$ cat config.mk
export PLATFORM = sky130hd
export DESIGN_NAME = bus_controller_flat
export DESIGN_NICKNAME = d
export VERILOG_FILES = /design/src/logic/bus_pkg.sv /design/src/logic/bus_if.sv /design/src/logic/bus_controller.sv /design/src/flat_wrapper.sv
export VERILOG_INCLUDE_DIRS = /design/src /design/src/logic
export SDC_FILE = /design/constraint.sdc
export NUM_CORES = 1
export LEC_CHECK = 0
export ABC_AREA = 1
export BUFFER_PORTS_ARGS = -buffer_cell sky130_fd_sc_hd__buf_2
export CAP_MARGIN = 20
export CORE_ASPECT_RATIO = 0.9
export CORE_MARGIN = 2
export CORE_UTILIZATION = 48
export DETAILED_ROUTE_END_ITERATION = 10
export PLACE_DENSITY = 0.85
export SETUP_SLACK_MARGIN = 0.15
export SYNTH_ARGS = -nofsm -noshare
export SYNTH_HDL_FRONTEND = slang
export SYNTH_SLANG_ARGS = --single-unit
$ cat constraint.sdc
create_clock -name clock -period 4.53 [get_ports clock]
set_clock_uncertainty 0.2 [all_clocks]
set_input_delay 0.6795 -clock clock [delete_from_list [all_inputs] [get_ports clock]]
set_output_delay 0.6795 -clock clock [all_outputs]
set_load 0.005 [all_outputs]
$ cat src/logic/soc_settings.svh
`ifndef SOC_SETTINGS_SVH
`define SOC_SETTINGS_SVH

// Bus widths
`define SOC_DATA_W 32
`define SOC_ADDR_W 32

// Address map
`define SOC_RAM_BASE 32'h0000_0000
`define SOC_RAM_WORDS 256
`define SOC_IO_BASE 32'h5000_0000
`define SOC_IO_SIZE 16

// Cycles of request without ready before a fault
`define SOC_BUS_TIMEOUT 16

// Board I/O
`define SOC_LED_W 10
`define SOC_KEY_W 4

`endif
$ cat src/logic/bus_pkg.sv
`include "soc_settings.svh"

package bus_pkg;

	typedef logic [`SOC_ADDR_W-1:0] addr_t;
	typedef logic [`SOC_DATA_W-1:0] data_t;

	// Slave addressed by the current bus cycle
	typedef enum logic [1:0]
	{
		REGION_NONE,
		REGION_RAM,
		REGION_IO
	} region_t;

	// Bus controller FSM
	typedef enum logic [1:0]
	{
		ST_IDLE,
		ST_ACCESS,
		ST_RESPOND
	} ctrl_state_t;

endpackage

$ cat src/logic/bus_if.sv
`timescale 1ns/1ps

interface bus_if
	import bus_pkg::*;
();

	logic request;
	logic rw;
	addr_t address;
	data_t wdata;
	data_t rdata;
	logic ready;

	modport master
	(
		output request, rw, address, wdata,
		input rdata, ready
	);

	modport slave
	(
		input request, rw, address, wdata,
		output rdata, ready
	);

endinterface

$ cat src/logic/bus_controller.sv
`timescale 1ns/1ps
`include "soc_settings.svh"

module bus_controller
	import bus_pkg::*;
(
	input logic clock,
	input logic i_rst,

	input logic i_cmd_start,
	input logic i_cmd_rw,
	input addr_t i_cmd_address,
	input data_t i_cmd_wdata,

	bus_if.master bus,

	output logic o_busy,
	output logic o_done,
	output logic o_error,
	output data_t o_rdata
);

	localparam int TIMER_W = $clog2(`SOC_BUS_TIMEOUT + 1);
	localparam logic [TIMER_W-1:0] TIMER_LAST = TIMER_W'(`SOC_BUS_TIMEOUT - 1);

	ctrl_state_t state;
	logic [TIMER_W-1:0] timer;

	// Command held for the whole transaction
	logic cmd_rw;
	addr_t cmd_address;
	data_t cmd_wdata;

	always_ff @(posedge clock)
	begin
		if (state == ST_IDLE && i_cmd_start)
		begin
			cmd_rw <= i_cmd_rw;
			cmd_address <= i_cmd_address;
			cmd_wdata <= i_cmd_wdata;
		end
	end

	always_ff @(posedge clock)
	begin
		if (i_rst)
		begin
			state <= ST_IDLE;
			timer <= '0;
			o_done <= 1'b0;
			o_error <= 1'b0;
			o_rdata <= '0;
		end
		else
		begin
			o_done <= 1'b0;
			case (state)
				ST_IDLE:
				begin
					// Starts while busy never reach this state
					if (i_cmd_start)
					begin
						state <= ST_ACCESS;
						timer <= '0;
					end
				end
				ST_ACCESS:
				begin
					if (bus.ready)
					begin
						state <= ST_RESPOND;
						o_error <= 1'b0;
						if (!cmd_rw)
							o_rdata <= bus.rdata;
					end
					else if (timer == TIMER_LAST)
					begin
						// No slave answered
						state <= ST_RESPOND;
						o_error <= 1'b1;
						o_rdata <= '0;
					end
					else
						timer <= timer + 1'b1;
				end
				ST_RESPOND:
				begin
					o_done <= 1'b1;
					state <= ST_IDLE;
				end
				default:
					state <= ST_IDLE;
			endcase
		end
	end

	assign o_busy = (state != ST_IDLE);

	// Request is a level for the whole access phase
	assign bus.request = (state == ST_ACCESS);
	assign bus.rw = cmd_rw;
	assign bus.address = cmd_address;
	assign bus.wdata = cmd_wdata;

endmodule

$ cat src/flat_wrapper.sv
// flat-port wrapper written by rule: the top's interface ports become plain ports
module bus_controller_flat import bus_pkg::*;
  (clock, i_rst, i_cmd_start, i_cmd_rw, i_cmd_address, i_cmd_wdata, o_busy, o_done, o_error, o_rdata, bus_request, bus_rw, bus_address, bus_wdata, bus_rdata, bus_ready);
  bus_if bus_i ();
  input logic clock;
  input logic i_rst;
  input logic i_cmd_start;
  input logic i_cmd_rw;
  input addr_t i_cmd_address;
  input data_t i_cmd_wdata;
  output logic o_busy;
  output logic o_done;
  output logic o_error;
  output data_t o_rdata;
  output wire logic [$bits(bus_i.request)-1:0] bus_request;
  output wire logic [$bits(bus_i.rw)-1:0] bus_rw;
  output wire logic [$bits(bus_i.address)-1:0] bus_address;
  output wire logic [$bits(bus_i.wdata)-1:0] bus_wdata;
  input wire logic [$bits(bus_i.rdata)-1:0] bus_rdata;
  input wire logic [$bits(bus_i.ready)-1:0] bus_ready;
  assign bus_request = bus_i.request;
  assign bus_rw = bus_i.rw;
  assign bus_address = bus_i.address;
  assign bus_wdata = bus_i.wdata;
  assign bus_i.rdata = bus_rdata;
  assign bus_i.ready = bus_ready;
  bus_controller u_core (.clock(clock), .i_rst(i_rst), .i_cmd_start(i_cmd_start), .i_cmd_rw(i_cmd_rw), .i_cmd_address(i_cmd_address), .i_cmd_wdata(i_cmd_wdata), .bus(bus_i), .o_busy(o_busy), .o_done(o_done), .o_error(o_error), .o_rdata(o_rdata));
endmodule
# Yosys cells after proc, flatten, opt, wreduce, memory -nomap -nowiden
# Cells that the tools add are included.
[op_classes]
n_reduce_logical = 9
eq_ne = 8
n_addsub = 1
muxes = 14
[op_table]
columns = ["cell", "count"]
rows = [
  ["$mux 32", 3],
  ["$mux 5", 3],
  ["$pmux 5 s2", 1],
  ["$ne 2x2->1 const B", 4],
  ["$mux 2", 3],
  ["$reduce_bool 2->1", 3],
  ["$add 5x1->5 const B", 1],
  ["$eq 5x4->1 const B", 1],
  ["$pmux 2 s2", 1],
  ["$reduce_and 2->1", 2],
  ["$reduce_and 4->1", 1],
  ["$mux 1", 3],
  ["$ne 3x1->1 const B", 1],
  ["$reduce_and 3->1", 1],
  ["$eq 2x1->1 const B", 1],
  ["$eq 2x2->1 const B", 1],
  ["$logic_not 2->1", 1],
  ["$logic_and 1x1->1", 1],
]
[totals]
output_inout_bits = 101
register_bits = 106
input_bits = 101
elab_cells = 40

# Logic depth before layout (Yosys ltp)
[depth]
word_depth = 4
mapped_depth = 10
mapped_depth_nobuf = 10

# Worst setup path after synthesis
# No wires, ideal clock.
[synth_path]
path_kind = "input to register"
startpoint = "input port i_cmd_start"
endpoint = "register u_core.cmd_address[0] (netlist: u_core.bus.address[0]) (enable)"
slack_ps = 1836
stages = 2
setup_time_ps = 419
t_arrival_ps = 2075
n_path_buf = 0
required_time_ps = 3911
path_cell_list = "nand2_1 -> inv_1"
[synth_via]
elab_chain_len = 1
[synth_rtl]
columns = ["item", "line_no", "text"]
rows = [
  ["start, declared", "flat_wrapper.sv:7", "input logic i_cmd_start;"],
  ["$logic_and 1x1->1", "bus_controller.sv:36", "if (state == ST_IDLE && i_cmd_start)"],
  ["end signal, assigned", "bus_controller.sv:39", "cmd_address <= i_cmd_address;"],
  ["end, declared", "bus_controller.sv:31", "addr_t cmd_address;"],
]
# Every way passes these cells.
# A chain may end at the register's enable or synchronous reset.

# Worst setup path in the final report
[layout_path]
startpoint = "register u_core.state[0]"
endpoint = "output port bus_request"
[layout_via]
elab_chain_len = 1
[layout_rtl]
columns = ["item", "line_no", "text"]
rows = [
  ["start, declared", "bus_controller.sv:26", "ctrl_state_t state;"],
  ["start signal, assigned", "bus_controller.sv:48", "state <= ST_IDLE;"],
  ["start signal, assigned", "bus_controller.sv:63", "state <= ST_ACCESS;"],
  ["start signal, assigned", "bus_controller.sv:71", "state <= ST_RESPOND;"],
  ["$eq 2x1->1", "bus_controller.sv:100", "assign bus.request = (state == ST_ACCESS);"],
  ["end, declared", "flat_wrapper.sv:15", "output wire logic [$bits(bus_i.request)-1:0] bus_request;"],
]
# Every way passes these cells.

==> impl_results.html <==
<table>
<tr><th>Metric</th><th>Value</th></tr>
<tr><th colspan="2">Outcome</th></tr>
<tr><td>Outcome</td><td>complete, no violations</td></tr>
<tr><th colspan="2">Synthesis</th></tr>
<tr><td>Syn. warnings</td><td>0</td></tr>
<tr><td>Seq/Total Area, Yosys</td><td>about 73%</td></tr>
<tr><td>Unique cell type count in the Yosys netlist</td><td>19</td></tr>
<tr><td>Total standard cell area after synthesis</td><td>around 0.0038 sq mm</td></tr>
<tr><td>Yosys reg bits</td><td>between 100 and 150</td></tr>
<tr><td>Gate count of the mapped netlist</td><td>340</td></tr>
<tr><td>Mean Syn Cell Area</td><td>~11 sq um</td></tr>
<tr><td>Synth Net Count</td><td>443</td></tr>
<tr><th colspan="2">Floorplanning</th></tr>
<tr><td>Top-level port count</td><td>slightly above 200</td></tr>
<tr><td>Total die area</td><td>roughly 0.0087 sq mm</td></tr>
<tr><td>Starting Density</td><td>50.10%</td></tr>
<tr><td>Chip Width</td><td>98.01 um</td></tr>
<tr><td>Number of rows in the core area</td><td>30</td></tr>
<tr><td>Die Span Y</td><td>between 80 and 90 um</td></tr>
<tr><td>Standard cell core area</td><td>0.007620 sq mm</td></tr>
<tr><th colspan="2">GRT</th></tr>
<tr><td>Antenna violations before repair</td><td>0</td></tr>
<tr><td>Gr ovfl total</td><td>0</td></tr>
<tr><td>Vias in the first global route</td><td>between 2000 and 3000</td></tr>
<tr><td>First-pass GRT wire length</td><td>roughly 14000 um</td></tr>
<tr><td>Global routing usage summed across all routing layers</td><td>between 20% and 30%</td></tr>
<tr><td>Pin count of the biggest net entering global routing</td><td>65</td></tr>
<tr><th colspan="2">Placed design</th></tr>
<tr><td>Sum of net half-perimeters after detailed placement</td><td>approximately 6600 um</td></tr>
<tr><td>Buffers on Ports</td><td>between 200 and 250</td></tr>
<tr><td>Cell area after placement</td><td>~0.005 sq mm</td></tr>
<tr><td>Routability congestion estimate</td><td>0.8016</td></tr>
<tr><td>Post-place setup slack</td><td>approximately 2000 ps</td></tr>
<tr><th colspan="2">Clock network</th></tr>
<tr><td>H-tree lvl count</td><td>3</td></tr>
<tr><td>Clock slew at the register clock pins of the worst setup and hold paths</td><td>approximately 100 ps</td></tr>
<tr><td>Number of gates given a new drive strength after cts</td><td>0</td></tr>
<tr><td>Clk root buf</td><td>sky130_fd_sc_hd__clkbuf_8</td></tr>
<tr><td>Clk_lat worst skew</td><td>~360 ps</td></tr>
<tr><td>Number of buffers on the longest clock path</td><td>2</td></tr>
<tr><td>Clock net sink count</td><td>~110</td></tr>
<tr><td>TritonCTS clock tree</td><td>done</td></tr>
<tr><td>Hold buffer count at CTS</td><td>0</td></tr>
<tr><td>Number of buffers inserted during clock tree synthesis</td><td>9</td></tr>
<tr><td>Postcts setup bufs</td><td>0</td></tr>
<tr><th colspan="2">Cells and area</th></tr>
<tr><td>Total of fill cells in the finished design</td><td>620</td></tr>
<tr><td>Number of inserted diodes</td><td>0</td></tr>
<tr><td>Most common cell after layout, fill and taps aside</td><td>sky130_fd_sc_hd__buf_2</td></tr>
<tr><td>Share of cells above drive strength 1</td><td>between 40% and 50%</td></tr>
<tr><td>Growth of design area from synthesis to finish</td><td>32.09%</td></tr>
<tr><td>Post-route cell area</td><td>just over 0.005 sq mm</td></tr>
<tr><td>Layout net count</td><td>around 640</td></tr>
<tr><td>Most used cells in the layout excluding fill and tap cells</td><td>sky130_fd_sc_hd__buf_2, sky130_fd_sc_hd__nand2_1, sky130_fd_sc_hd__edfxtp_1</td></tr>
<tr><th colspan="2">STA</th></tr>
<tr><td>Number of setup violations in the final report</td><td>0</td></tr>
<tr><td>RSZ-0062 raised after global routing</td><td>false</td></tr>
<tr><td>Upper clock frequency limit</td><td>around 380 MHz</td></tr>
<tr><td>Final cycle utilization of the critical path</td><td>57.54%</td></tr>
<tr><td>Worst-case headroom to the max-slew limit</td><td>between 30 and 40%</td></tr>
<tr><td>Actual slew at the worst max-slew pin</td><td>approximately 960 ps</td></tr>
<tr><td>Count of final hold-check violations</td><td>0</td></tr>
<tr><td>Setup TNS after final layout</td><td>0 ps</td></tr>
<tr><td>Max-slew violations</td><td>0</td></tr>
<tr><td>Setup WS post-layout</td><td>1923 ps</td></tr>
<tr><td>Final period demand of the worst path</td><td>2607 ps</td></tr>
<tr><th colspan="2">Worst hold path</th></tr>
<tr><td>Hold Crit Class</td><td>flop to flop</td></tr>
<tr><td>Hold Path Origin</td><td>u_core.o_error</td></tr>
<tr><th colspan="2">Detailed routing</th></tr>
<tr><td>Pre-antenna DRT Iters</td><td>4</td></tr>
<tr><td>DRC</td><td>0</td></tr>
<tr><td>Total vias in the final route</td><td>3087</td></tr>
<tr><td>Wire per inst</td><td>~14 um</td></tr>
<tr><td>Initial detailed-routing violation count</td><td>roughly 130</td></tr>
<tr><td>Total wirelength of the detailed-routed design</td><td>about 9000 um</td></tr>
<tr><td>Count of nets left with antenna violations after detail routing</td><td>0</td></tr>
<tr><td>Vias per std cell</td><td>4.861</td></tr>
<tr><th colspan="2">Critical path</th></tr>
<tr><td>Critical R2R Launch</td><td>u_core.timer[0]</td></tr>
<tr><td>Slowest stage delay, CP</td><td>about 700 ps</td></tr>
<tr><td>Register-to-Register Setup Slack</td><td>~2200 ps</td></tr>
<tr><td>Worst setup EP type</td><td>primary output</td></tr>
<tr><td>Slowest library cell on the worst path</td><td>sky130_fd_sc_hd__nor2_4</td></tr>
<tr><td>Crit-path cells</td><td>inv_1, nor2_4, buf_2</td></tr>
<tr><td>WP data arrival</td><td>between 1500 and 2000 ps</td></tr>
<tr><td>Critical path class</td><td>flop to primary output</td></tr>
<tr><td>End of the worst register-to-register path</td><td>u_core.o_rdata[13]</td></tr>
<tr><td>Setup crit start kind</td><td>flop</td></tr>
<tr><td>Critical Path RT</td><td>about 3700 ps</td></tr>
<tr><td>Maximum net fanout on the critical path</td><td>43</td></tr>
<tr><td>Start point of the critical path</td><td>u_core.state[0]</td></tr>
<tr><td>Number of cell instances on the worst register-to-register path</td><td>10</td></tr>
<tr><td>Destination of the critical timing path</td><td>bus_request</td></tr>
<tr><th colspan="2">Run</th></tr>
<tr><td>Max-cap viol count</td><td>0</td></tr>
<tr><th colspan="2">Pwr</th></tr>
<tr><td>VDD IR-drop max</td><td>roughly 0.21 mV</td></tr>
<tr><td>Reported leakage power</td><td>2.305 nW</td></tr>
<tr><td>Post-route total power</td><td>approximately 1.8 mW</td></tr>
<tr><td>Power per cell area</td><td>~360 mW/mm^2</td></tr>
</table>
==> stage by stage <==
| step | std cells | hold WS (ps) | util [%] |
|---|---|---|---|
| 2_1_floorplan | 340 | 256.7 | - |
| 3_3_place_gp | 619 | 250.5 | 63.78 |
| 3_5_place_dp | 619 | 259.4 | 63.78 |
| 4_1_cts | 635 | 262.9 | 66.17 |
| 5_1_grt | 635 | 254.2 | 66.17 |
| 6_report | 635 | 273.3 | 66.17 |
==> worst min-delay path by stage <==
stage	end	slack, ps	depth (start not counted)
after floorplan	u_core.o_error	260	2
after global routing	u_core.bus.wdata[20]	250	1
after CTS	u_core.bus.address[3]	260	1
final	u_core.o_error	270	2
after detailed placement	u_core.o_error	260	2
after global placement	u_core.o_error	250	2
==> report_power, final <==
part / internal, mW / switching (mW)
Clock: 0.212 / 0.322
Sequential: 1.08 / 0.0171
Combinational: 0.0853 / 0.113
==> synth_stat cells <==
master	count	share of area, %
sky130_fd_sc_hd__o21ai_0	1	0.13
sky130_fd_sc_hd__buf_2	4	0.52
sky130_fd_sc_hd__edfxtp_1	65	51
sky130_fd_sc_hd__buf_1	3	0.29
sky130_fd_sc_hd__nand2_1	82	8.1
sky130_fd_sc_hd__a21oi_1	37	4.9
sky130_fd_sc_hd__clkbuf_1	8	0.79
sky130_fd_sc_hd__and3_1	1	0.16
sky130_fd_sc_hd__o21ai_4	1	0.43
sky130_fd_sc_hd__ha_1	2	0.66
sky130_fd_sc_hd__dfxtp_1	41	22
sky130_fd_sc_hd__clkinv_1	1	0.098
sky130_fd_sc_hd__nand4_1	3	0.49
sky130_fd_sc_hd__inv_1	7	0.69
sky130_fd_sc_hd__nor2_4	1	0.29
sky130_fd_sc_hd__nor2_1	41	4.0
sky130_fd_sc_hd__inv_2	1	0.098
sky130_fd_sc_hd__buf_4	6	1.2
sky130_fd_sc_hd__nand3_1	35	4.6
==> state kept, by name (all words and copies together), names as in the netlist <==
signal	count
u_core.timer	5
u_core.o_error	1
u_core.bus.rw	1
u_core.bus.address	32
u_core.bus.wdata	32
u_core.state	2
u_core.o_rdata	32
u_core.o_done	1
==> area by class of cell <==
class	instances	area, sq um	area share, %
inverter	9	33.78	0.6700
clock inverter	6	55.05	1.092
clock buffer	10	127.6	2.531
tap	96	120.1	2.382
multi-input combinational	204	904.6	17.94
sequential	106	2773	54.99
timing repair buffer	204	1028	20.40
==> critical path: cells and delay by family (launching register included) <==
family / cells / cell delay [ps]
and+or+nand+nor: 1 / 700
DFF: 1 / 340
buffers and inverters: 2 / 320
==> cells by family (layout without fill, tap and decap cells) <==
group	Yosys count	count (layout)	share of synthesized area, %
fa+ha+maj	2	2	0.6554
compound gates	39	39	5.408
simple gates	163	163	17.63
buf+inv	30	229	3.671
flops	106	106	72.63
==> per-layer routing <==
layer  GRT usage, %  part of all wire [%]  vias up  wire [um]
met5              0                     0        -          0
met4          5.808                  0.75        0         67
met3          7.662                   9.4        5        843
met2          34.50                    50      146       4454
met1          24.67                    40     1398       3624
li1               -                     -     1538          -
(Power assumes the default switching activity.)
