### config.mk
export PLATFORM = sky130hd
export DESIGN_NAME = io_port_flat
export DESIGN_NICKNAME = d
export VERILOG_FILES = /design/src/logic/board_pkg.sv /design/src/logic/bus_pkg.sv /design/src/logic/bus_if.sv /design/src/logic/io_port.sv /design/src/flat_wrapper.sv
export VERILOG_INCLUDE_DIRS = /design/src /design/src/logic
export SDC_FILE = /design/constraint.sdc
export NUM_CORES = 1
export LEC_CHECK = 0
export ABC_AREA = 1
export BUFFER_PORTS_ARGS = -buffer_cell sky130_fd_sc_hd__buf_2
export CAP_MARGIN = 20
export CORE_MARGIN = 10
export CORE_UTILIZATION = 35
export CTS_CLUSTER_SIZE = 8
export DETAILED_ROUTE_END_ITERATION = 8
export PLACE_DENSITY = 0.83
export SLEW_MARGIN = 20
export SYNTH_ARGS = -nofsm -noshare
export SYNTH_HDL_FRONTEND = slang
export SYNTH_SLANG_ARGS = --single-unit
### constraint.sdc
create_clock -name clock -period 1.36 [get_ports clock]
set_clock_uncertainty 0.05 [all_clocks]
set_input_delay 0.408 -clock clock [delete_from_list [all_inputs] [get_ports clock]]
set_output_delay 0.408 -clock clock [all_outputs]
set_load 0.01 [all_outputs]
### src/logic/soc_settings.svh
`ifndef SOC_SETTINGS_SVH
`define SOC_SETTINGS_SVH

// Bus widths
`define SOC_DATA_W 32
`define SOC_ADDR_W 32

// Address map
`define SOC_RAM_BASE 32'h0000_0000
`define SOC_RAM_WORDS 256
`define SOC_IO_BASE 32'h5000_0000
`define SOC_IO_SIZE 16

// Cycles of request without ready before a fault
`define SOC_BUS_TIMEOUT 16

// Board I/O
`define SOC_LED_W 10
`define SOC_KEY_W 4

`endif
### src/logic/board_pkg.sv
`include "soc_settings.svh"

package board_pkg;

	typedef logic [`SOC_LED_W-1:0] led_t;
	typedef logic [`SOC_KEY_W-1:0] key_t;

	// Byte offsets inside the I/O region
	typedef enum logic [$clog2(`SOC_IO_SIZE)-1:0]
	{
		IO_REG_LED = 'h0,
		IO_REG_KEY = 'h4
	} io_reg_t;

endpackage

### src/logic/bus_pkg.sv
`include "soc_settings.svh"

package bus_pkg;

	typedef logic [`SOC_ADDR_W-1:0] addr_t;
	typedef logic [`SOC_DATA_W-1:0] data_t;

	// Slave addressed by the current bus cycle
	typedef enum logic [1:0]
	{
		REGION_NONE,
		REGION_RAM,
		REGION_IO
	} region_t;

	// Bus controller FSM
	typedef enum logic [1:0]
	{
		ST_IDLE,
		ST_ACCESS,
		ST_RESPOND
	} ctrl_state_t;

endpackage

### src/logic/bus_if.sv
`timescale 1ns/1ps

interface bus_if
	import bus_pkg::*;
();

	logic request;
	logic rw;
	addr_t address;
	data_t wdata;
	data_t rdata;
	logic ready;

	modport master
	(
		output request, rw, address, wdata,
		input rdata, ready
	);

	modport slave
	(
		input request, rw, address, wdata,
		output rdata, ready
	);

endinterface

### src/logic/io_port.sv
`timescale 1ns/1ps
`include "soc_settings.svh"

module io_port
	import bus_pkg::*, board_pkg::*;
(
	input logic clock,
	input logic i_rst,
	input key_t i_key,
	output led_t o_led,
	bus_if.slave bus
);

	io_reg_t offset;
	logic access;
	key_t key_meta;
	key_t key_sync;

	assign offset = io_reg_t'(bus.address[$clog2(`SOC_IO_SIZE)-1:0]);
	assign access = bus.request && !bus.ready;

	// Two-stage key synchronizer
	always_ff @(posedge clock)
	begin
		key_meta <= i_key;
		key_sync <= key_meta;
	end

	always_ff @(posedge clock)
	begin
		if (i_rst)
		begin
			o_led <= '0;
			bus.ready <= 1'b0;
		end
		else
		begin
			bus.ready <= access;
			if (access && bus.rw && offset == IO_REG_LED)
				o_led <= bus.wdata[`SOC_LED_W-1:0];
		end
	end

	// Read mux, writes and unused offsets give zero
	always_ff @(posedge clock)
	begin
		if (access)
		begin
			if (!bus.rw && offset == IO_REG_LED)
				bus.rdata <= data_t'(o_led);
			else if (!bus.rw && offset == IO_REG_KEY)
				bus.rdata <= data_t'(key_sync);
			else
				bus.rdata <= '0;
		end
	end

endmodule

### src/flat_wrapper.sv
// flat-port wrapper written by rule: the top's interface ports become plain ports
module io_port_flat import bus_pkg::*, board_pkg::*;
  (clock, i_rst, i_key, o_led, bus_request, bus_rw, bus_address, bus_wdata, bus_rdata, bus_ready);
  bus_if bus_i ();
  input logic clock;
  input logic i_rst;
  input key_t i_key;
  output led_t o_led;
  input wire logic [$bits(bus_i.request)-1:0] bus_request;
  input wire logic [$bits(bus_i.rw)-1:0] bus_rw;
  input wire logic [$bits(bus_i.address)-1:0] bus_address;
  input wire logic [$bits(bus_i.wdata)-1:0] bus_wdata;
  output wire logic [$bits(bus_i.rdata)-1:0] bus_rdata;
  output wire logic [$bits(bus_i.ready)-1:0] bus_ready;
  assign bus_i.request = bus_request;
  assign bus_i.rw = bus_rw;
  assign bus_i.address = bus_address;
  assign bus_i.wdata = bus_wdata;
  assign bus_rdata = bus_i.rdata;
  assign bus_ready = bus_i.ready;
  io_port u_core (.clock(clock), .i_rst(i_rst), .i_key(i_key), .o_led(o_led), .bus(bus_i));
endmodule
; After elaboration in Yosys (flattened, before gate mapping)
; Index checks and enable logic that the tools add are counted.
[op_classes]
n_eq_ne = 1
mux = 2
n_reduce_logical = 8
[ops]
columns = op, n
row1 = 10-bit two-way mux, 1
row2 = 1-bit logical AND, 5
row3 = "4-bit by 3-bit == test with 1-bit output, second input constant", 1
row4 = 4-bit zero test, 1
row5 = 4-bit two-way mux, 1
row6 = 1-bit zero test, 2
[totals]
ff_bits = 51
input_bits = 72
out_inout_bits = 43
wordCells = 17

; Depth between registers and ports, before layout
; Gate-level depths: netlist of the first run.
[logic_depth]
word_depth = 4
ltp_mapped = 7
ltp_nobuf = 6

; Worst setup path before layout of the first run
; Ideal clock, no wire load.
[synth_timing]
kind = input -> register
start = input bus_address[1]
end = register u_core.o_led[0]
setup_time_ps = 114
arrival_ps = 988
required_time_ps = 1196
slack_ps = 208
stages = 7
path_buffers = 1
cell_sequence = nor2_2 nand2_2 nor2_4 buf_6 nand2_1 nand2_1 nor2_2
[synth_via]
elab_chain_len = 2
[synth_rtl]
columns = element, line
row1 = start: declaration, flat_wrapper.sv:11  ; input wire logic [$bits(bus_i.address)-1:0] bus_address;
row2 = 4-bit zero test, io_port.sv:39  ; if (access && bus.rw && offset == IO_REG_LED)
row3 = 1-bit logical AND, io_port.sv:39
row4 = end signal: assignment, io_port.sv:40  ; o_led <= bus.wdata[`SOC_LED_W-1:0];
row5 = end: declaration, io_port.sv:10  ; output led_t o_led,
; No other way between the ends.
; A chain may end at the register's enable or synchronous reset.

; Worst setup path after layout of the first run
[layout_timing]
start = register u_core.bus.rdata[3]
end = output bus_rdata[3]
[layout_lines]
columns = element, line
row1 = start: declaration, bus_if.sv:23  ; output rdata, ready
row2 = start signal: assignment, io_port.sv:50  ; bus.rdata <= data_t'(o_led);
row3 = start signal: assignment, io_port.sv:52  ; bus.rdata <= data_t'(key_sync);
row4 = end: declaration, flat_wrapper.sv:13  ; output wire logic [$bits(bus_i.rdata)-1:0] bus_rdata;
; No word-level cell between the ends.

==> qor.yml, run 1 <==
global_route:
  grt_pass1_wl_um: 4271
  grt_max_degree: 21
  grt_pass1_vias: 918
  antenna_found_initial: 0
  grt_util_all_layers: 0.08692
  globalRouteOverflowTotal: 0
sta:
  setup_viol: 0
  fin_ws_ps: 58.38
  fmax_ghz: 0.7683
  finalCritPeriodShare: 0.9571
  hold_violations: 0
  fin_setup_tns_ps: 0
  rsz0062_at_grt: "false"
  post-route-min-period_ps: 1302
  drv_slew: 0
critical_path:
  arrival_ps: 840
  worstSetupStartpointType: "register"
  crit_fanout: 1
  cpPeakStageDelay_ps: 370
  path_cells: "buf_2"
  critPathRequiredTime_ps: 900
  crit_slowest_cell: "edfxtp_1"
  crit_family: "flip-flops"
  worstSetupPathType: "reg -> out"
  r2r_setup_slack_ps: 250
  end_kind: "output pin"
  critical_path_buf_inv_count: 1
detailed_routing:
  dr.pass1.iters: 2
  drt_first_iter_violations: 34
  wl_um: 2643
  vias: 910
  vias_per_cell: 3.840
  drc_errors: 0
  drtAntennaViolNets: 0
  wl_per_cell_um: 11.15
pwr:
  power_density_mw_per_mm2: 1036
  irDropWorstVdd_uv: 518.0
  cellLeakagePower_nw: 0.7454
outcome:
  status: "finished, final reports clean"
flow_run:
  max-cap-violations: 0
logic_synthesis:
  yosysWarnings: 0
  synth_area_leader_cell: "dfxtp_1"
  synth_edf_count: 10
  yosys.area.top_type_share: 0.3013
  synthSimpleGateAreaFrac: 0.2032
  synth_top_family_by_area: "buffers and inverters"
  synth.avg_cell_area_um2: 8.891
  yosys.area_share.xor_xnor: 0
  ys.flop_type: "dfxtp_1"
  syn-cell-area_mm2: 0.001262
  muxShareOfSynthArea: 0
  synth_cell_types: 16
  ys_seq_elements: 29
  synth_compound_area_frac: 0.01982
  ys_seq_area_frac: 0.5391
  synth_area_leaders: "dfxtp_1 (30%), edfxtp_1 (24%), buf_4 (13%)"
  synthCells: 142
  synth_fa_ha_area_frac: 0
  async_reset_ff_frac: 0
  synth_most_common_cell: "inv_1"
  ys_top_cells_by_count: "inv_1 (28), buf_4 (22), nand2_1 (21)"
place:
  postPlaceCellArea_mm2: 0.001461
  port_buffers: 42
  hpwl_um: 2098
  finalWeightedCongestion: 0.7130
  pre_cts_slack_ps: -22.01
layout:
  fin_area_mm2: 0.001515
  nets: 262
  antenna_cells: 0
  drive_gt1_frac: 0.3560
  syn_to_final_growth_pct: 20.02
die:
  die_y_um: 80.06
  start_util: 0.3696
  chipWidth_um: 80.06
  io_pins: 115
  core_mm2: 0.003416
  rows: 21
  die_area_mm2: 0.006410
cts:
  cts_tree: "yes"
  clock_sinks: 29
  clock_latency_ps: 320
  post-cts-setup-buffers: 0
  clk_path_buf_depth: 2
  cts_max_level: 2
  numCtsBuffers: 5
  cts_root_buffer: "clkbuf_4"
  clkSlewWorstSetupHoldPaths_ps: 90
min_path:
  hp-class: "in -> reg"
[logic make-up after synthesis]
family	count (synthesis)
other	1
AO/OA/AOI/OAI	4
flip-flops	29
buffers and inverters	53
AND/OR/NAND/NOR	55
[per-stage QoR]
step             util  instances  hold WS (ps)  power, mW
3_5_place_dp   0.4278        229         262.1      1.112
2_1_floorplan       -        163         259.6      1.087
3_3_place_gp   0.4278        229         261.2      1.108
4_1_cts        0.4429        237         114.6      1.598
6_report       0.4436        237         133.3      1.570
5_1_grt        0.4436        237         98.81      1.666
[routing by layer]
metal  part of all wire  track usage
met1               0.37      0.08377
met2               0.49       0.1380
met3               0.11      0.05122
met4              0.021      0.05810
met5                  0            0
[where the power goes]
part | total, mW | switching (mW) | internal, mW | leakage [nW]
Combinational | 0.158 | 0.100 | 0.0578 | 0.456
Clock | 0.478 | 0.282 | 0.196 | 0.0320
Sequential | 0.934 | 0.00808 | 0.926 | 0.257
Total | 1.57 | 0.390 | 1.18 | 0.745
[placed cells by master (no fill, tap or decap), drive strengths merged]
master | netlist | layout
o22ai | 4 | 4
nand3 | 2 | 2
edfxtp | 10 | 10
dfxtp | 19 | 19
nand2 | 22 | 22
conb | 1 | 22
nor2 | 30 | 30
inv | 28 | 28
buf | 24 | 44
clkbuf | 0 | 6
nand4 | 1 | 1
clkinv | 1 | 3
[state kept, by name, summed over array words and instances (netlist names)]
register	count
u_core.bus.rdata	10
u_core.bus.ready	1
u_core.key_meta	4
u_core.key_sync	4
u_core.o_led	10
[layout make-up]
| type | instances | area, µm² |
|---|---|---|
| fill | 372 | 1901 |
| sequential | 29 | 683.2 |
| multi-input combinational | 81 | 364.1 |
| timing repair buffer | 44 | 250.2 |
| inverter | 29 | 108.9 |
| tap | 46 | 57.56 |
| clock buffer | 6 | 41.29 |
| clock inverter | 2 | 10.01 |
[worst paths after layout]
path                                                    start                            to  cells past startpoint
worst min register to register     u_core.key_meta[3]$_DFF_P_    u_core.key_sync[3]$_DFF_P_                      0
worst max-delay path            u_core.bus.rdata[3]$_DFFE_PP_                  bus_rdata[3]                      1
worst max register to register    u_core.bus.ready$_SDFF_PP0_  u_core.o_led[5]$_SDFFE_PP0P_                      7
worst min-delay path                                 i_key[1]    u_core.key_meta[1]$_DFF_P_                      1
[what timing repair did]
item / in CTS / in global routing
hold buffers: 0 / 0
setup endpoints to repair: 0 / 2
resized for setup: 0 / 2
Note: power is estimated with default switching activity, not from simulation.
==> run 2, diff against run 1 <==
PLACE_DENSITY = 0.76   (was 0.83)
==> run 2 against run 1 <==
Flip-flop and latch count did not move. Setup slack better by 12 ps. Sequential share of layout area up 0.56 points. Global-route usage is 0.57 points lower. Fmax increased by 0.97%. Cell area down 1.4%. Clock power is 1% lower. Wire length down 1.3%. Critical path depth unchanged. Die area is the same. Critical endpoint is now o_led[3]. Largest cell class unchanged. Largest power group unchanged.
==> qor.yml, run 2 (same netlist as run 1, synthesis figures left out) <==
layout:
  top_regs: "u_core.bus.rdata: 10 flops, u_core.o_led: 10 flops"
  fin_area_mm2: 0.001494
  syn_to_final_growth_pct: 18.33
  ff_latch_area_um2: 681.9
  nets: 261
  multiInputGateArea_um2: 364.1
  fillers: 382
  mostFrequentLayoutCells: "buf_2 (42), inv_1 (28), conb_1 (22), nand2_1 (21), dfxtp_1 (18)"
  layout_commonest_cell: "buf_2"
  antenna_cells: 0
  drive_gt1_frac: 0.3474
sta:
  finalCritPeriodShare: 0.9479
  drv_slew: 0
  fin_ws_ps: 70.83
  rsz0062_at_grt: "false"
  setup_viol: 0
  hold_violations: 0
  post-route-min-period_ps: 1289
  fmax_ghz: 0.7757
  fin_setup_tns_ps: 0
pwr:
  swShare: 0.2452
  cellLeakagePower_nw: 0.7357
  p_total_mw: 1.554
  comb_power_share: 0.095
  seqPwrFrac: 0.602
  irDropWorstVdd_uv: 365.7
  clkPwrFrac: 0.304
  power_density_mw_per_mm2: 1040
  p_int_mw: 1.173
  power_switching_uw: 380.9
min_path:
  hp-class: "in -> reg"
  min_from: "i_key[0]"
global_route:
  use_met1: 0.07542
  globalRouteMet2Util: 0.1364
  grt_pass1_vias: 889
  antenna_found_initial: 0
  grt_pass1_wl_um: 3988
  top_usage_layer: "met2"
  grt_max_degree: 21
  globalRouteMet3Util: 0.05011
  grt_util_all_layers: 0.08124
  globalRouteOverflowTotal: 0
die:
  io_pins: 115
  chipWidth_um: 80.06
  core_mm2: 0.003416
  die_area_mm2: 0.006410
  die_y_um: 80.06
  start_util: 0.3696
  rows: 21
critical_path:
  critPathRequiredTime_ps: 900
  crit_slowest_cell: "dfxtp_1"
  crit_fanout: 3
  critical_path_buf_inv_count: 1
  arrival_ps: 830
  worstSetupPathType: "reg -> out"
  worstSetupStartpointType: "register"
  crit_family: "flip-flops"
  r2r-start: "u_core.bus.ready$_SDFF_PP0_"
  end_kind: "output pin"
  cpPeakStageDelay_ps: 370
  path_cells: "buf_2"
  critPathLaunch: "u_core.o_led[3]$_SDFFE_PP0P_"
place:
  hpwl_um: 2163
  port_buffers: 42
  finalWeightedCongestion: 0.7978
  postPlaceCellArea_mm2: 0.001441
  pre_cts_slack_ps: -21.36
cts:
  clock_sinks: 29
  clkSlewWorstSetupHoldPaths_ps: 80
  cts_max_level: 2
  cts_tree: "yes"
  numCtsBuffers: 5
  cts_hold_buf: 0
  cts_root_buffer: "clkbuf_4"
  clk_path_buf_depth: 2
  clock_latency_ps: 320
detailed_routing:
  dr.pass1.iters: 4
  vias_per_cell: 3.725
  wl_um: 2609
  drc_errors: 0
  drt_first_iter_violations: 26
  drtAntennaViolNets: 0
  wl_per_cell_um: 11.06
  vias: 879
outcome:
  status: "finished, final reports clean"
flow_run:
  max-cap-violations: 0
run 2: area by class of cell:
cell class                 count  area share
inverter                      29     0.07286
clock inverter                 2    0.006700
multi-input combinational     81      0.2437
clock buffer                   6     0.02764
sequential                    29      0.4564
timing repair buffer          43      0.1541
tap                           46     0.03853
run 2: power groups by stage:
stage	registers (mW)	clock network [mW]	logic, mW
global placement	0.954	0	0.143
global route	0.938	0.528	0.166
floorplan	0.966	0	0.121
detailed placement	0.956	0	0.147
CTS	0.935	0.490	0.147
finish	0.935	0.472	0.147
run 2: metal layers:
metal  wire length (µm)  share of wire
met4                 48          0.018
met1                933           0.36
met2               1330           0.51
met5                  0              0
met3                296           0.11
run 2: repair_timing:
action	CTS	global route
setup endpoints to repair	0	1
buffers inserted	0	0
gates resized for setup	0	1
run 2: per-stage QoR:
stage,hold WS (ps),instances,utilization
after global routing,103.9,236,0.4374
after global placement,262.5,228,0.4220
final,134.1,236,0.4374
after detailed placement,262.1,228,0.4220
after floorplan,259.6,163,-
after CTS,119.1,236,0.4370
run 2: worst paths after layout:
kind	slack [ps]	to	depth (start not counted)
max	70	o_led[3]	1
min	130	u_core.key_meta[0]$_DFF_P_	1
max reg2reg	240	u_core.bus.rdata[4]$_SDFFCE_PN0P_	3
min reg2reg	280	u_core.key_sync[1]$_DFF_P_	0
==> run 3, diff against run 2 <==
CORE_ASPECT_RATIO = 1.2   (was unset)
==> run 3 against run 2 <==
Clock power rose by 91%. Highest routed layer unchanged. Sequential share of layout area decreased by 2.2 points. Fmax increased by 3.6%. Combinational power grew 6%.
==> qor.yml, run 3 (same netlist as run 1, synthesis figures left out) <==
pwr:
  comb_power_share: 0.078
  p_int_mw: 1.582
  power_density_mw_per_mm2: 1274
  clkPwrFrac: 0.452
  p_total_mw: 1.995
  seqPwrFrac: 0.469
  irDropWorstVdd_uv: 563.6
  cellLeakagePower_nw: 0.7708
  power_switching_uw: 413.5
  swShare: 0.2072
critical_path:
  critPathRequiredTime_ps: 900
  cpPeakStageDelay_ps: 360
  worstSetupStartpointType: "register"
  crit_family: "flip-flops"
  path_cells: "buf_2"
  crit_slowest_cell: "dfxtp_1"
  r2r_setup_slack_ps: 260
  critical_path_buf_inv_count: 1
  end_kind: "output pin"
  worstSetupPathType: "reg -> out"
  crit_fanout: 3
  arrival_ps: 790
cts:
  numCtsBuffers: 5
  clock_sinks: 29
  cts_max_level: 2
  clock_latency_ps: 270
  cts_root_buffer: "clkbuf_8"
  clkSlewWorstSetupHoldPaths_ps: 60
  cts_tree: "yes"
  cts_hold_buf: 0
  cts_resized: 0
  post-cts-setup-buffers: 0
  clk_path_buf_depth: 2
detailed_routing:
  wl_um: 2644
  drtAntennaViolNets: 0
  wl_per_cell_um: 11.60
  drt_first_iter_violations: 49
  vias_per_cell: 3.877
  vias: 884
  drc_errors: 0
  dr.pass1.iters: 2
die:
  rows: 23
  die_area_mm2: 0.006419
  core_mm2: 0.003396
  die_y_um: 85.79
  io_pins: 115
  chipWidth_um: 74.83
  start_util: 0.3718
sta:
  drv_slew: 0
  rsz0062_at_grt: "false"
  setup_viol: 0
  fmax_ghz: 0.8036
  post-route-min-period_ps: 1244
  finalCritPeriodShare: 0.9150
  fin_ws_ps: 115.6
  hold_violations: 0
place:
  port_buffers: 42
  pre_cts_slack_ps: -19.26
  hpwl_um: 2145
  finalWeightedCongestion: 0.7057
global_route:
  antenna_found_initial: 0
  grt_max_degree: 21
  globalRouteOverflowTotal: 0
  grt_util_all_layers: 0.08478
  grt_pass1_wl_um: 4071
  grt_pass1_vias: 899
min_path:
  hp-class: "in -> reg"
flow_run:
  max-cap-violations: 0
layout:
  drive_gt1_frac: 0.3455
  fillers: 356
  mostFrequentLayoutCells: "buf_2 (42), inv_1 (28), conb_1 (22), nand2_1 (21), dfxtp_1 (19)"
  syn_to_final_growth_pct: 24.08
  top_regs: "u_core.bus.rdata: 10 flops, u_core.o_led: 10 flops"
  antenna_cells: 0
  nets: 262
  layout_commonest_cell: "buf_2"
outcome:
  status: "finished, final reports clean"
==> run 3: worst paths after layout <==
path,from,endpoint,cells after the start
worst min-delay path,i_key[3],u_core.key_meta[3]$_DFF_P_,1
worst max-delay path,u_core.o_led[2]$_SDFFE_PP0P_,o_led[2],1
worst max register to register,u_core.bus.ready$_SDFF_PP0_,u_core.o_led[9]$_SDFFE_PP0P_,7
worst min register to register,u_core.key_meta[2]$_DFF_P_,u_core.key_sync[2]$_DFF_P_,0
==> run 3: final cells by class <==
cell class / count / area [µm²] / area share
repair buffers: 44 / 250.2 / 0.1597
well taps: 37 / 46.29 / 0.02955
inverters: 29 / 108.9 / 0.06949
clock buffers: 7 / 86.33 / 0.05511
multi-input cells: 81 / 364.1 / 0.2324
clock inverters: 1 / 30.03 / 0.01917
flip-flops and latches: 29 / 680.7 / 0.4345
==> run 3: through the flow <==
| step | TNS [ps] | hold slack [ps] | instance area (µm²) | instances | utilization |
|---|---|---|---|---|---|
| after floorplan | 0 | 259.6 | 1341 | 163 | - |
| final | 0 | 180.4 | 1567 | 228 | 0.4613 |
| after global placement | -2.516 | 260.8 | 1450 | 220 | 0.4270 |
| after CTS | 0 | 174.2 | 1567 | 228 | 0.4613 |
| after global routing | 0 | 160.5 | 1567 | 228 | 0.4613 |
| after detailed placement | -24.44 | 263.5 | 1450 | 220 | 0.4270 |
==> run 3: per-layer routing <==
metal / part of all wire / vias up / GRT usage / routed length, µm
li1: - / 469 / - / -
met3: 0.12 / 4 / 0.05421 / 311
met2: 0.50 / 39 / 0.1422 / 1331
met5: 0 / - / 0 / 0
met4: 0.019 / 0 / 0.05690 / 51
met1: 0.36 / 372 / 0.07071 / 950
==> run 3: power groups by stage <==
| stage | Sequential (mW) | Clock [mW] | Combinational [mW] |
|---|---|---|---|
| finish | 0.937 | 0.902 | 0.156 |
| global route | 0.939 | 0.971 | 0.176 |
| detailed placement | 0.956 | 0 | 0.157 |
| floorplan | 0.966 | 0 | 0.121 |
| global placement | 0.954 | 0 | 0.153 |
| CTS | 0.937 | 0.918 | 0.157 |
