[config.mk]
export PLATFORM = sky130hd
export DESIGN_NAME = bus_decoder_flat
export DESIGN_NICKNAME = d
export VERILOG_FILES = /design/src/logic/bus_pkg.sv /design/src/logic/bus_if.sv /design/src/logic/bus_decoder.sv /design/src/flat_wrapper.sv
export VERILOG_INCLUDE_DIRS = /design/src /design/src/logic
export SDC_FILE = /design/constraint.sdc
export NUM_CORES = 1
export LEC_CHECK = 0
export BUFFER_PORTS_ARGS = -buffer_cell sky130_fd_sc_hd__clkbuf_2
export CORE_AREA = 3 3 116 118
export DETAILED_ROUTE_END_ITERATION = 10
export DIE_AREA = 0 0 119 121
export SLEW_MARGIN = 10
export SYNTH_ARGS = -nofsm -noshare
export SYNTH_HDL_FRONTEND = slang
export SYNTH_SLANG_ARGS = --single-unit
[constraint.sdc]
create_clock -name vclk -period 1.7
set_input_delay 0.17 -clock vclk [all_inputs]
set_output_delay 0.17 -clock vclk [all_outputs]
set_load 0.1 [all_outputs]
[src/logic/soc_settings.svh]
`ifndef SOC_SETTINGS_SVH
`define SOC_SETTINGS_SVH

// Bus widths
`define SOC_DATA_W 32
`define SOC_ADDR_W 32

// Address map
`define SOC_RAM_BASE 32'h0000_0000
`define SOC_RAM_WORDS 256
`define SOC_IO_BASE 32'h5000_0000
`define SOC_IO_SIZE 16

// Cycles of request without ready before a fault
`define SOC_BUS_TIMEOUT 16

// Board I/O
`define SOC_LED_W 10
`define SOC_KEY_W 4

`endif
[src/logic/bus_pkg.sv]
`include "soc_settings.svh"

package bus_pkg;

	typedef logic [`SOC_ADDR_W-1:0] addr_t;
	typedef logic [`SOC_DATA_W-1:0] data_t;

	// Slave addressed by the current bus cycle
	typedef enum logic [1:0]
	{
		REGION_NONE,
		REGION_RAM,
		REGION_IO
	} region_t;

	// Bus controller FSM
	typedef enum logic [1:0]
	{
		ST_IDLE,
		ST_ACCESS,
		ST_RESPOND
	} ctrl_state_t;

endpackage

[src/logic/bus_if.sv]
`timescale 1ns/1ps

interface bus_if
	import bus_pkg::*;
();

	logic request;
	logic rw;
	addr_t address;
	data_t wdata;
	data_t rdata;
	logic ready;

	modport master
	(
		output request, rw, address, wdata,
		input rdata, ready
	);

	modport slave
	(
		input request, rw, address, wdata,
		output rdata, ready
	);

endinterface

[src/logic/bus_decoder.sv]
`timescale 1ns/1ps
`include "soc_settings.svh"

module bus_decoder
	import bus_pkg::*;
(
	bus_if.slave host,
	bus_if.master ram_bus,
	bus_if.master io_bus
);

	localparam addr_t RAM_BASE = `SOC_RAM_BASE;
	localparam addr_t RAM_END = addr_t'(`SOC_RAM_BASE + (`SOC_RAM_WORDS * 4));
	localparam addr_t IO_BASE = `SOC_IO_BASE;
	localparam addr_t IO_END = addr_t'(`SOC_IO_BASE + `SOC_IO_SIZE);

	region_t region;

	always_comb
	begin
		if (host.address >= RAM_BASE && host.address < RAM_END)
			region = REGION_RAM;
		else if (host.address >= IO_BASE && host.address < IO_END)
			region = REGION_IO;
		else
			region = REGION_NONE;
	end

	// RAM side
	assign ram_bus.request = host.request && (region == REGION_RAM);
	assign ram_bus.rw = host.rw;
	assign ram_bus.address = host.address - RAM_BASE;
	assign ram_bus.wdata = host.wdata;

	// I/O side
	assign io_bus.request = host.request && (region == REGION_IO);
	assign io_bus.rw = host.rw;
	assign io_bus.address = host.address - IO_BASE;
	assign io_bus.wdata = host.wdata;

	// Unmapped addresses never get ready, the controller times out
	always_comb
	begin
		case (region)
			REGION_RAM:
			begin
				host.rdata = ram_bus.rdata;
				host.ready = ram_bus.ready;
			end
			REGION_IO:
			begin
				host.rdata = io_bus.rdata;
				host.ready = io_bus.ready;
			end
			default:
			begin
				host.rdata = '0;
				host.ready = 1'b0;
			end
		endcase
	end

endmodule

[src/flat_wrapper.sv]
// flat-port wrapper written by rule: the top's interface ports become plain ports
module bus_decoder_flat import bus_pkg::*;
  (host_request, host_rw, host_address, host_wdata, host_rdata, host_ready, ram_bus_request, ram_bus_rw, ram_bus_address, ram_bus_wdata, ram_bus_rdata, ram_bus_ready, io_bus_request, io_bus_rw, io_bus_address, io_bus_wdata, io_bus_rdata, io_bus_ready);
  bus_if host_i ();
  bus_if ram_bus_i ();
  bus_if io_bus_i ();
  input wire logic [$bits(host_i.request)-1:0] host_request;
  input wire logic [$bits(host_i.rw)-1:0] host_rw;
  input wire logic [$bits(host_i.address)-1:0] host_address;
  input wire logic [$bits(host_i.wdata)-1:0] host_wdata;
  output wire logic [$bits(host_i.rdata)-1:0] host_rdata;
  output wire logic [$bits(host_i.ready)-1:0] host_ready;
  output wire logic [$bits(ram_bus_i.request)-1:0] ram_bus_request;
  output wire logic [$bits(ram_bus_i.rw)-1:0] ram_bus_rw;
  output wire logic [$bits(ram_bus_i.address)-1:0] ram_bus_address;
  output wire logic [$bits(ram_bus_i.wdata)-1:0] ram_bus_wdata;
  input wire logic [$bits(ram_bus_i.rdata)-1:0] ram_bus_rdata;
  input wire logic [$bits(ram_bus_i.ready)-1:0] ram_bus_ready;
  output wire logic [$bits(io_bus_i.request)-1:0] io_bus_request;
  output wire logic [$bits(io_bus_i.rw)-1:0] io_bus_rw;
  output wire logic [$bits(io_bus_i.address)-1:0] io_bus_address;
  output wire logic [$bits(io_bus_i.wdata)-1:0] io_bus_wdata;
  input wire logic [$bits(io_bus_i.rdata)-1:0] io_bus_rdata;
  input wire logic [$bits(io_bus_i.ready)-1:0] io_bus_ready;
  assign host_i.request = host_request;
  assign host_i.rw = host_rw;
  assign host_i.address = host_address;
  assign host_i.wdata = host_wdata;
  assign host_rdata = host_i.rdata;
  assign host_ready = host_i.ready;
  assign ram_bus_request = ram_bus_i.request;
  assign ram_bus_rw = ram_bus_i.rw;
  assign ram_bus_address = ram_bus_i.address;
  assign ram_bus_wdata = ram_bus_i.wdata;
  assign ram_bus_i.rdata = ram_bus_rdata;
  assign ram_bus_i.ready = ram_bus_ready;
  assign io_bus_request = io_bus_i.request;
  assign io_bus_rw = io_bus_i.rw;
  assign io_bus_address = io_bus_i.address;
  assign io_bus_wdata = io_bus_i.wdata;
  assign io_bus_i.rdata = io_bus_rdata;
  assign io_bus_i.ready = io_bus_ready;
  bus_decoder u_core (.host(host_i), .ram_bus(ram_bus_i), .io_bus(io_bus_i));
endmodule
# Word-level counts from Yosys, hierarchy flattened
# Index checks and enable logic that the tools add are counted.
# op_classes
n_mux	4
magnitude_cmp	4
n_reduce_logical	4
eq_ne	2
addsub	1
# op_table
operator	count
one-hot mux 32 bit (2 select lines)	1
greater-or-equal comparator 32 x 1 -> 1 bit (second input constant)	1
greater-or-equal comparator 32 x 31 -> 1 bit (second input constant)	1
less-than comparator 32 x 11 -> 1 bit (second input constant)	1
less-than comparator 32 x 31 -> 1 bit (second input constant)	1
subtractor 32 x 31 -> 32 bit (second input constant)	1
logical AND 1 bit	4
two-way mux 2 bit	2
equality test 2 x 1 -> 1 bit (second input constant)	1
equality test 2 bit (second input constant)	1
one-hot mux 1 bit (2 select lines)	1
# totals
register_bits	0
input_bits	132
output_inout_bits	165

# Longest topological paths before layout
# Gate-level depths: netlist of run 1.
# logic_depth
ltp_word	6
depth_mapped	6
ltp_nobuf	5

# Worst setup path before layout of run 1
# No wires, ideal clock.
# synth_timing
path_kind	input port to output port
startpoint	in host_address[28]
endpoint	out host_rdata[0]
stages	6
t_arrival_ns	2.719
slack_ns	-1.189
cell_sequence	inv_1 ha_1 nand4_1 o22ai_1 clkbuf_1 a32o_1
# synth_between
elab_chain_len	6
elab_cells_between_ends	11
cone_classes	order compare: 4; eq/ne: 2; mux: 3; reduce/logical: 2
# synth_rtl
item	line	source
start: declaration	flat_wrapper.sv:9	input wire logic [$bits(host_i.address)-1:0] host_address;
greater-or-equal comparator 32 x 31 -> 1 bit / less-than comparator 32 x 31 -> 1 bit (equally long branches)	bus_decoder.sv:23	else if (host.address >= IO_BASE && host.address < IO_END)
logical AND 1 bit	bus_decoder.sv:23	
two-way mux 2 bit	bus_decoder.sv:23	
two-way mux 2 bit *	bus_decoder.sv:21	if (host.address >= RAM_BASE && host.address < RAM_END)
equality test 2 bit / equality test 2 x 1 -> 1 bit (equally long branches)	bus_decoder.sv:44	case (region)
one-hot mux 32 bit (2 select lines) *	bus_decoder.sv:44	
end: declaration	flat_wrapper.sv:11	output wire logic [$bits(host_i.rdata)-1:0] host_rdata;
# Every way passes the cells marked *; elsewhere a longest branch is shown, timed or not.

# Worst setup path in the final report of run 1
# layout_timing
startpoint	in host_address[0]
endpoint	out host_rdata[23]
# Same word-level chain as after synthesis.

==> results.yml, run 1 <==
pwr:
  powerDensity_nw_per_um2: 442
  vdd_drop_max_mv: 0.201
  p_leak_nw: 1.55
sta:
  max_freq_mhz: 496
  postLayoutSetupSlackWorst_ns: -0.318
  period_minus_slack_ns: 2.02
  period_share: 1.19
  hold_viol: 0
  tightest_slew_ns: 0.563
  slew_headroom: 0.626
  grt_setup_unrepaired: "yes"
  setup-violations-final: 35
  worst_hold_slack_ns: 0.340
  slew_viol_final: 0
job:
  cap_violations: 0
critical_path:
  endpoint_kind: "primary output"
  critPathBufInv: 5
  crit_type: "in2out"
  cpPeakStageDelay_ns: 0.35
  cp_top_family: "buffers and inverters"
  path_cells: "buf_8, nor4_4, buf_4, nand2_4, a2111oi_4, buf_6, clkbuf_16, a32o_4, buf_12"
  arrival_ns: 1.85
  worstPathMaxFanout: 8
  critPathRequiredTime_ns: 1.53
  start_kind: "primary input"
  critPathSlowestCell: "a2111oi_4"
floorplan:
  die_w_um: 119
  die_area_um2: 14400
  core_area_um2: 12600
  start_util: 0.123
  die_h_um: 121
  ioPinCount: 297
  num_rows: 41
logic_synthesis:
  syn_area_um2: 1540
  synth_top_cell_area_share: 0.613
  netlist_instances: 197
  synth_common_cells: "buf_4, a32o_1, nor4_1, buf_2, inv_1"
  ys_warn_count: 0
  synth_xor_area_frac: 0.0113
  synth-compound-area-share: 0.242
  yosys.area.top_type: "buf_4"
  synthSimpleGateAreaFrac: 0.0600
  ys_top_cells_by_area: "buf_4, a32o_1, ha_1"
  synth_area_per_cell_um2: 7.84
  yosysMostFrequentCell: "buf_4"
  synth_top_family_by_area: "buffers and inverters"
  synth_cell_types: 21
  synthesis.nets: 332
  synthAdderAreaFrac: 0.0243
  seq_area_frac_synth: 0
  synthMuxAreaShare: 0
finish:
  final_cells: 478
  syn2layout_area_growth_pct: 117
  fin_area_um2: 3350
  nFillCells: 1318
  nets: 442
  nClkBuffers: 0
  final_core_util: 0.266
  drive_gt1_frac: 0.967
  seq_cell_count: 0
  regArea_um2: 0
detailed_routing:
  drtIter0Drc: 46
  drt-total-wl_um: 8420
  drc_errors: 0
  vias_per_cell: 3.66
  dr.pass1.iters: 4
  vias: 1751
  ant_nets: 0
  wl_per_cell_um: 17.6
grt:
  grt_util_met2: 0.178
  antenna_found_initial: 1
  grt_pass1_vias: 1727
  grt_pass1_wl_um: 10900
  grt_start_max_net_pins: 35
  grt.busiest_layer: "met2"
  grtUsageTotal: 0.0976
  gr-usage-met3: 0.0284
  gr-total-overflow: 0
  gr-usage-met1: 0.115
worst_hold_path:
  hp-class: "in2out"
clocking:
  ctsHoldBuffers: 0
placed_design:
  place_congestion: 0.683
  dp_hpwl_um: 6430
  dpl_cell_area_um2: 3010
  dp.cells: 465
  port_buffers: 198
status:
  violations: "negative setup slack"
  status: "complete, but fails checks"
[cells in the final DEF (no fill, tap or decap)]
| cell type | count |
|---|---|
| a2111oi_4 | 1 |
| a32o_2 | 4 |
| a32o_4 | 29 |
| and2_4 | 1 |
| and3_4 | 1 |
| buf_12 | 42 |
| buf_16 | 1 |
| buf_4 | 30 |
| buf_6 | 7 |
| buf_8 | 2 |
| bufbuf_16 | 1 |
| clkbuf_16 | 4 |
| clkbuf_2 | 156 |
| clkinvlp_4 | 2 |
| diode_2 | 1 |
| ha_1 | 1 |
| ha_4 | 2 |
| inv_1 | 1 |
| inv_2 | 1 |
| nand2_1 | 1 |
| nand2_4 | 1 |
| nand3_2 | 1 |
| nand4_1 | 2 |
| nor2_1 | 3 |
| nor4_1 | 1 |
| nor4_2 | 2 |
| nor4_4 | 3 |
| o21ai_0 | 1 |
| o21ai_4 | 1 |
| o22ai_4 | 1 |
| xnor2_2 | 1 |
| xor2_2 | 1 |
[final timing paths]
kind | from | endpoint | cells past startpoint
min | host_wdata[3] | io_bus_wdata[3] | 0
max | host_address[0] | host_rdata[23] | 9
[logic make-up after synthesis]
group	after synthesis
xor+xnor	2
buf+inv	139
fa+ha+maj	3
compound gates	37
simple gates	16
[report_power, final]
group	switching (mW)	total (mW)	internal, mW
Sequential	0	0	0
Combinational	1.06	1.48	0.420
Clock	0	0.0000000792	0.0000000792
[per-layer routing]
metal / up-vias / routed length [µm]
li1: 805 / -
met1: 800 / 3120
met2: 136 / 4350
met3: 10 / 870
met4: 0 / 74
met5: - / 0
[per-stage QoR]
stage / power (mW) / TNS (ns) / setup WS (ns)
final: 1.48 / -9.86 / -0.318
after global routing: 1.52 / -13.25 / -0.419
after CTS: 1.46 / -11.63 / -0.367
after detailed placement: 1.42 / -15.10 / -0.449
after global placement: 1.42 / -13.68 / -0.423
after floorplan: 1.80 / -20.34 / -0.593
[what timing repair did]
action	4_1_cts	5_1_grt
resized for setup	10	21
endpoints found under the setup margin	35	35
pin swaps	3	32
buffers inserted	2	3
cloned	3	4
[final cells by class]
type	count	area [µm²]	share of cell area
well taps	172	215	0.0643
inverters	4	22.5	0.00673
multi-input cells	58	990	0.296
repair buffers	243	2120	0.632
diodes	1	2.50	0.000748
(Power assumes the default switching activity.)
==> inputs of run 2 (changes only) <==
- BUFFER_PORTS_ARGS: -buffer_cell sky130_fd_sc_hd__clkbuf_2 -> -buffer_cell sky130_fd_sc_hd__buf_2
==> run 2 against run 1 <==
The flow still finishes with violations (negative setup slack). First-iteration DRC count decreased by 30%. Count of clock-buffer cells in the layout is the same. Largest cell class unchanged. Final cell count is 1.3% lower. Sequential share of layout area unchanged. Combinational power barely moved. Critical endpoint is now host_rdata[8]. Maximum frequency shrank 1.0%. Global-route usage rose by 0.54 points. Non-clock buffer count is 5 lower. Power is 0.36% lower. Flip-flop and latch count unchanged.
==> results.yml, run 2 (synthesized netlist as in run 1, its figures left out) <==
placed_design:
  port_buffers: 198
  dp_hpwl_um: 6520
  dpl_cell_area_um2: 3000
  place_congestion: 0.668
critical_path:
  critPathBufInv: 6
  endpoint_kind: "primary output"
  start_kind: "primary input"
  cp_top_family: "buffers and inverters"
  critPathSlowestCell: "a2111oi_4"
  crit_type: "in2out"
  worstPathMaxFanout: 5
  cpPeakStageDelay_ns: 0.30
  crit_top_cell: "buf_12"
  arrival_ns: 1.87
  critPathRequiredTime_ns: 1.53
  path_cells: "buf_8, nor4_4, buf_4, nand2_4, a2111oi_4, buf_4, buf_12, buf_12, a32o_4, buf_12"
grt:
  grt_start_max_net_pins: 35
  gr-total-overflow: 0
  gr-usage-met1: 0.115
  antenna_found_initial: 2
  gr-usage-met3: 0.0368
  grt.busiest_layer: "met2"
  grt_util_met2: 0.193
  grtUsageTotal: 0.103
  grt_pass1_wl_um: 11400
  grt_pass1_vias: 1772
pwr:
  vdd_drop_max_mv: 0.187
  p_leak_nw: 1.49
  powerDensity_nw_per_um2: 445
finish:
  syn2layout_area_growth_pct: 115
  drive_gt1_frac: 0.967
  fin_area_um2: 3310
  nets: 437
  regArea_um2: 0
  nClkBuffers: 0
  seq_cell_count: 0
  diodes: 0
  mostFrequentLayoutCell: "buf_2"
  final_core_util: 0.264
  layout_common_cells: "buf_2, buf_12, a32o_4"
worst_hold_path:
  hp-class: "in2out"
floorplan:
  core_area_um2: 12600
  die_h_um: 121
  num_rows: 41
  start_util: 0.123
  ioPinCount: 297
  die_w_um: 119
  die_area_um2: 14400
detailed_routing:
  vias: 1731
  drt-total-wl_um: 8340
  ant_nets: 0
  vias_per_cell: 3.67
  drtIter0Drc: 32
  dr.pass1.iters: 4
  wl_per_cell_um: 17.7
  drc_errors: 0
sta:
  postLayoutSetupSlackWorst_ns: -0.339
  period_minus_slack_ns: 2.04
  slew_headroom: 0.667
  max_freq_mhz: 491
  grt_setup_unrepaired: "yes"
  slew_viol_final: 0
  period_share: 1.20
  tightest_slew_ns: 0.502
  hold_viol: 0
  tns_ns: -9.48
  setup-violations-final: 35
job:
  cap_violations: 0
status:
  status: "complete, but fails checks"
  violations: "negative setup slack"
## run 2: changes by cell type in the layout (fill, tap and decap cells not counted), sizes merged
cell,previous run,this run
buf,82,237
clkbuf,160,0
diode,1,0
## run 2: metrics by stage
stage               setup WS, ns  cells  total power, mW  hold slack [ns]
floorplan                 -0.593    197             1.80            0.552
global placement          -0.478    463             1.41            0.341
detailed placement        -0.509    463             1.42            0.341
CTS                       -0.386    475             1.49            0.341
global route              -0.427    472             1.52            0.340
finish                    -0.339    472             1.47            0.340
## run 2: final cells by class
class / count / area, µm²
fillers: 1306 / 9260
repair buffers: 238 / 2060
multi-input cells: 58 / 1010
well taps: 172 / 215
inverters: 4 / 22.5
## run 2: worst paths after layout
| kind | start | end | slack, ns | depth (start not counted) |
|---|---|---|---|---|
| hold / removal | host_wdata[3] | io_bus_wdata[3] | 0.34 | 0 |
| setup / recovery | host_address[3] | host_rdata[8] | -0.34 | 10 |
## run 2: what timing repair did
| item | CTS | global route |
|---|---|---|
| pin swaps | 32 | 6 |
| hold buffers | 0 | 0 |
| cloned | 6 | 0 |
| setup buffers | 7 | 0 |
| gates resized for setup | 25 | 10 |
| endpoints found under the setup margin | 35 | 35 |
## run 2: report_power, final
group	leakage, nW	internal [mW]	switching, mW
Sequential	0	0	0
Clock	0	0	0
Combinational	1.49	0.417	1.06
Total	1.49	0.417	1.06
## run 2: metal layers
| metal | share of wire | up-vias |
|---|---|---|
| met1 | 0.35 | 796 |
| met3 | 0.11 | 14 |
| met4 | 0.0095 | 4 |
| met5 | 0.0029 | - |
| li1 | - | 788 |
| met2 | 0.53 | 129 |
==> inputs of run 3 (changes only) <==
==> constraint.sdc (replaced) <==
create_clock -name vclk -period 1.7
set_input_delay 0.17 -clock vclk [all_inputs]
set_output_delay 0.17 -clock vclk [all_outputs]
set_load 0.02 [all_outputs]
==> run 3 against run 2 <==
The flow still finishes with violations (negative setup slack). Die area did not move. Critical endpoint is now host_rdata[21]. Combinational power shrank 57%. Critical path type unchanged. Largest cell class unchanged. Critical path depth fell by 1. Non-clock buffer count is 5 lower. Maximum frequency is 12% higher.
==> results.yml, run 3 (synthesized netlist as in run 1, its figures left out) <==
detailed_routing:
  vias_per_cell: 3.64
  drtIter0Drc: 40
  drc_errors: 0
  vias: 1699
  wl_per_cell_um: 15.2
  ant_nets: 0
  dr.pass1.iters: 4
  drt-total-wl_um: 7090
sta:
  slew_headroom: 0.827
  postLayoutSetupSlackWorst_ns: -0.114
  period_minus_slack_ns: 1.81
  hold_viol: 0
  max_freq_mhz: 551
  grt_setup_unrepaired: "yes"
  setup-violations-final: 33
  period_share: 1.07
  tightest_slew_ns: 0.260
  tns_ns: -3.11
  slew_viol_final: 0
finish:
  regArea_um2: 0
  layout_common_cells: "buf_2, buf_6, a32o_2"
  drive_gt1_frac: 0.949
  nFillCells: 1383
  multi_input_area_um2: 687
  fin_area_um2: 2590
  nClkBuffers: 0
  syn2layout_area_growth_pct: 67.8
  nets: 432
  mostFrequentLayoutCell: "buf_2"
  seq_cell_count: 0
  final_cells: 467
  diodes: 0
grt:
  grtUsageTotal: 0.0766
  grt_pass1_vias: 1565
  gr-total-overflow: 0
  gr-usage-met1: 0.0933
  grt_start_max_net_pins: 33
  grt_util_met2: 0.141
  gr-usage-met3: 0.0140
  grt_pass1_wl_um: 8890
  grt.busiest_layer: "met2"
  antenna_found_initial: 0
pwr:
  powerDensity_nw_per_um2: 246
  p_leak_nw: 1.44
  vdd_drop_max_mv: 0.0851
  p_total_mw: 0.637
critical_path:
  worstPathMaxFanout: 8
  path_cells: "buf_2, nor4_4, nand3_2, buf_6, o22ai_4, buf_6, buf_12, a32o_2, buf_6"
  arrival_ns: 1.64
  startpoint: "host_address[27]"
  crit_type: "in2out"
  crit_top_cell: "buf_6"
  cpPeakStageDelay_ns: 0.29
  endpoint_kind: "primary output"
  start_kind: "primary input"
  critPathRequiredTime_ns: 1.53
  setup.worst_path.end: "host_rdata[21]"
  critPathSlowestCell: "nor4_4"
placed_design:
  dpl_cell_area_um2: 2050
  dp_hpwl_um: 5000
  dp.cells: 460
  port_buffers: 198
  place_congestion: 0.718
  place_ws_ns: -0.263
job:
  cap_violations: 0
floorplan:
  die_w_um: 119
  num_rows: 41
  ioPinCount: 297
  core_area_um2: 12600
  die_area_um2: 14400
  die_h_um: 121
  start_util: 0.123
worst_hold_path:
  hp-class: "in2out"
clocking:
  ctsHoldBuffers: 0
status:
  status: "complete, but fails checks"
  violations: "negative setup slack"
## run 3: through the flow
step                      hold WS [ns]  utilization
after floorplan                  0.438            -
after global placement           0.340        0.163
after detailed placement         0.340        0.163
after CTS                        0.340        0.188
after global routing             0.340        0.206
final                            0.340        0.206
## run 3: routing by layer
metal | up-vias | wire length [µm]
met2 | 106 | 3750
met3 | 22 | 587
met1 | 788 | 2620
met5 | - | 0
li1 | 783 | -
met4 | 0 | 125
## run 3: how the worst min path moves through the flow
stage                                 from                 end  slack [ns]  depth (start not counted)
final                       host_wdata[26]    io_bus_wdata[26]        0.34                          0
after global routing        host_wdata[19]    io_bus_wdata[19]        0.34                          0
after CTS                    host_wdata[1]     io_bus_wdata[1]        0.34                          0
after detailed placement     host_wdata[1]     io_bus_wdata[1]        0.34                          0
after floorplan           host_address[28]  io_bus_address[28]        0.44                          1
after global placement       host_wdata[1]     io_bus_wdata[1]        0.34                          0
## run 3: critical path: cells and delay by family
family          cells  cell delay, ns
compound gates      2            0.34
buf+inv             5            0.70
simple gates        2            0.43
## run 3: timing repair
action,in CTS,in global routing
pin swaps,7,9
setup buffers,1,2
resized for setup,66,47
gates cloned,2,2
setup endpoints to repair,35,35
## run 3: report_power, final
| part | internal [mW] | switching [mW] | total [mW] |
|---|---|---|---|
| clock | 0 | 0 | 0 |
| sequential | 0 | 0 | 0 |
| combinational | 0.304 | 0.333 | 0.637 |
## run 3: cell type report
type / count / area share
Inverter: 4 / 0.00579
Multi-Input combinational cell: 58 / 0.265
Tap cell: 172 / 0.0831
Timing Repair Buffer: 233 / 0.646
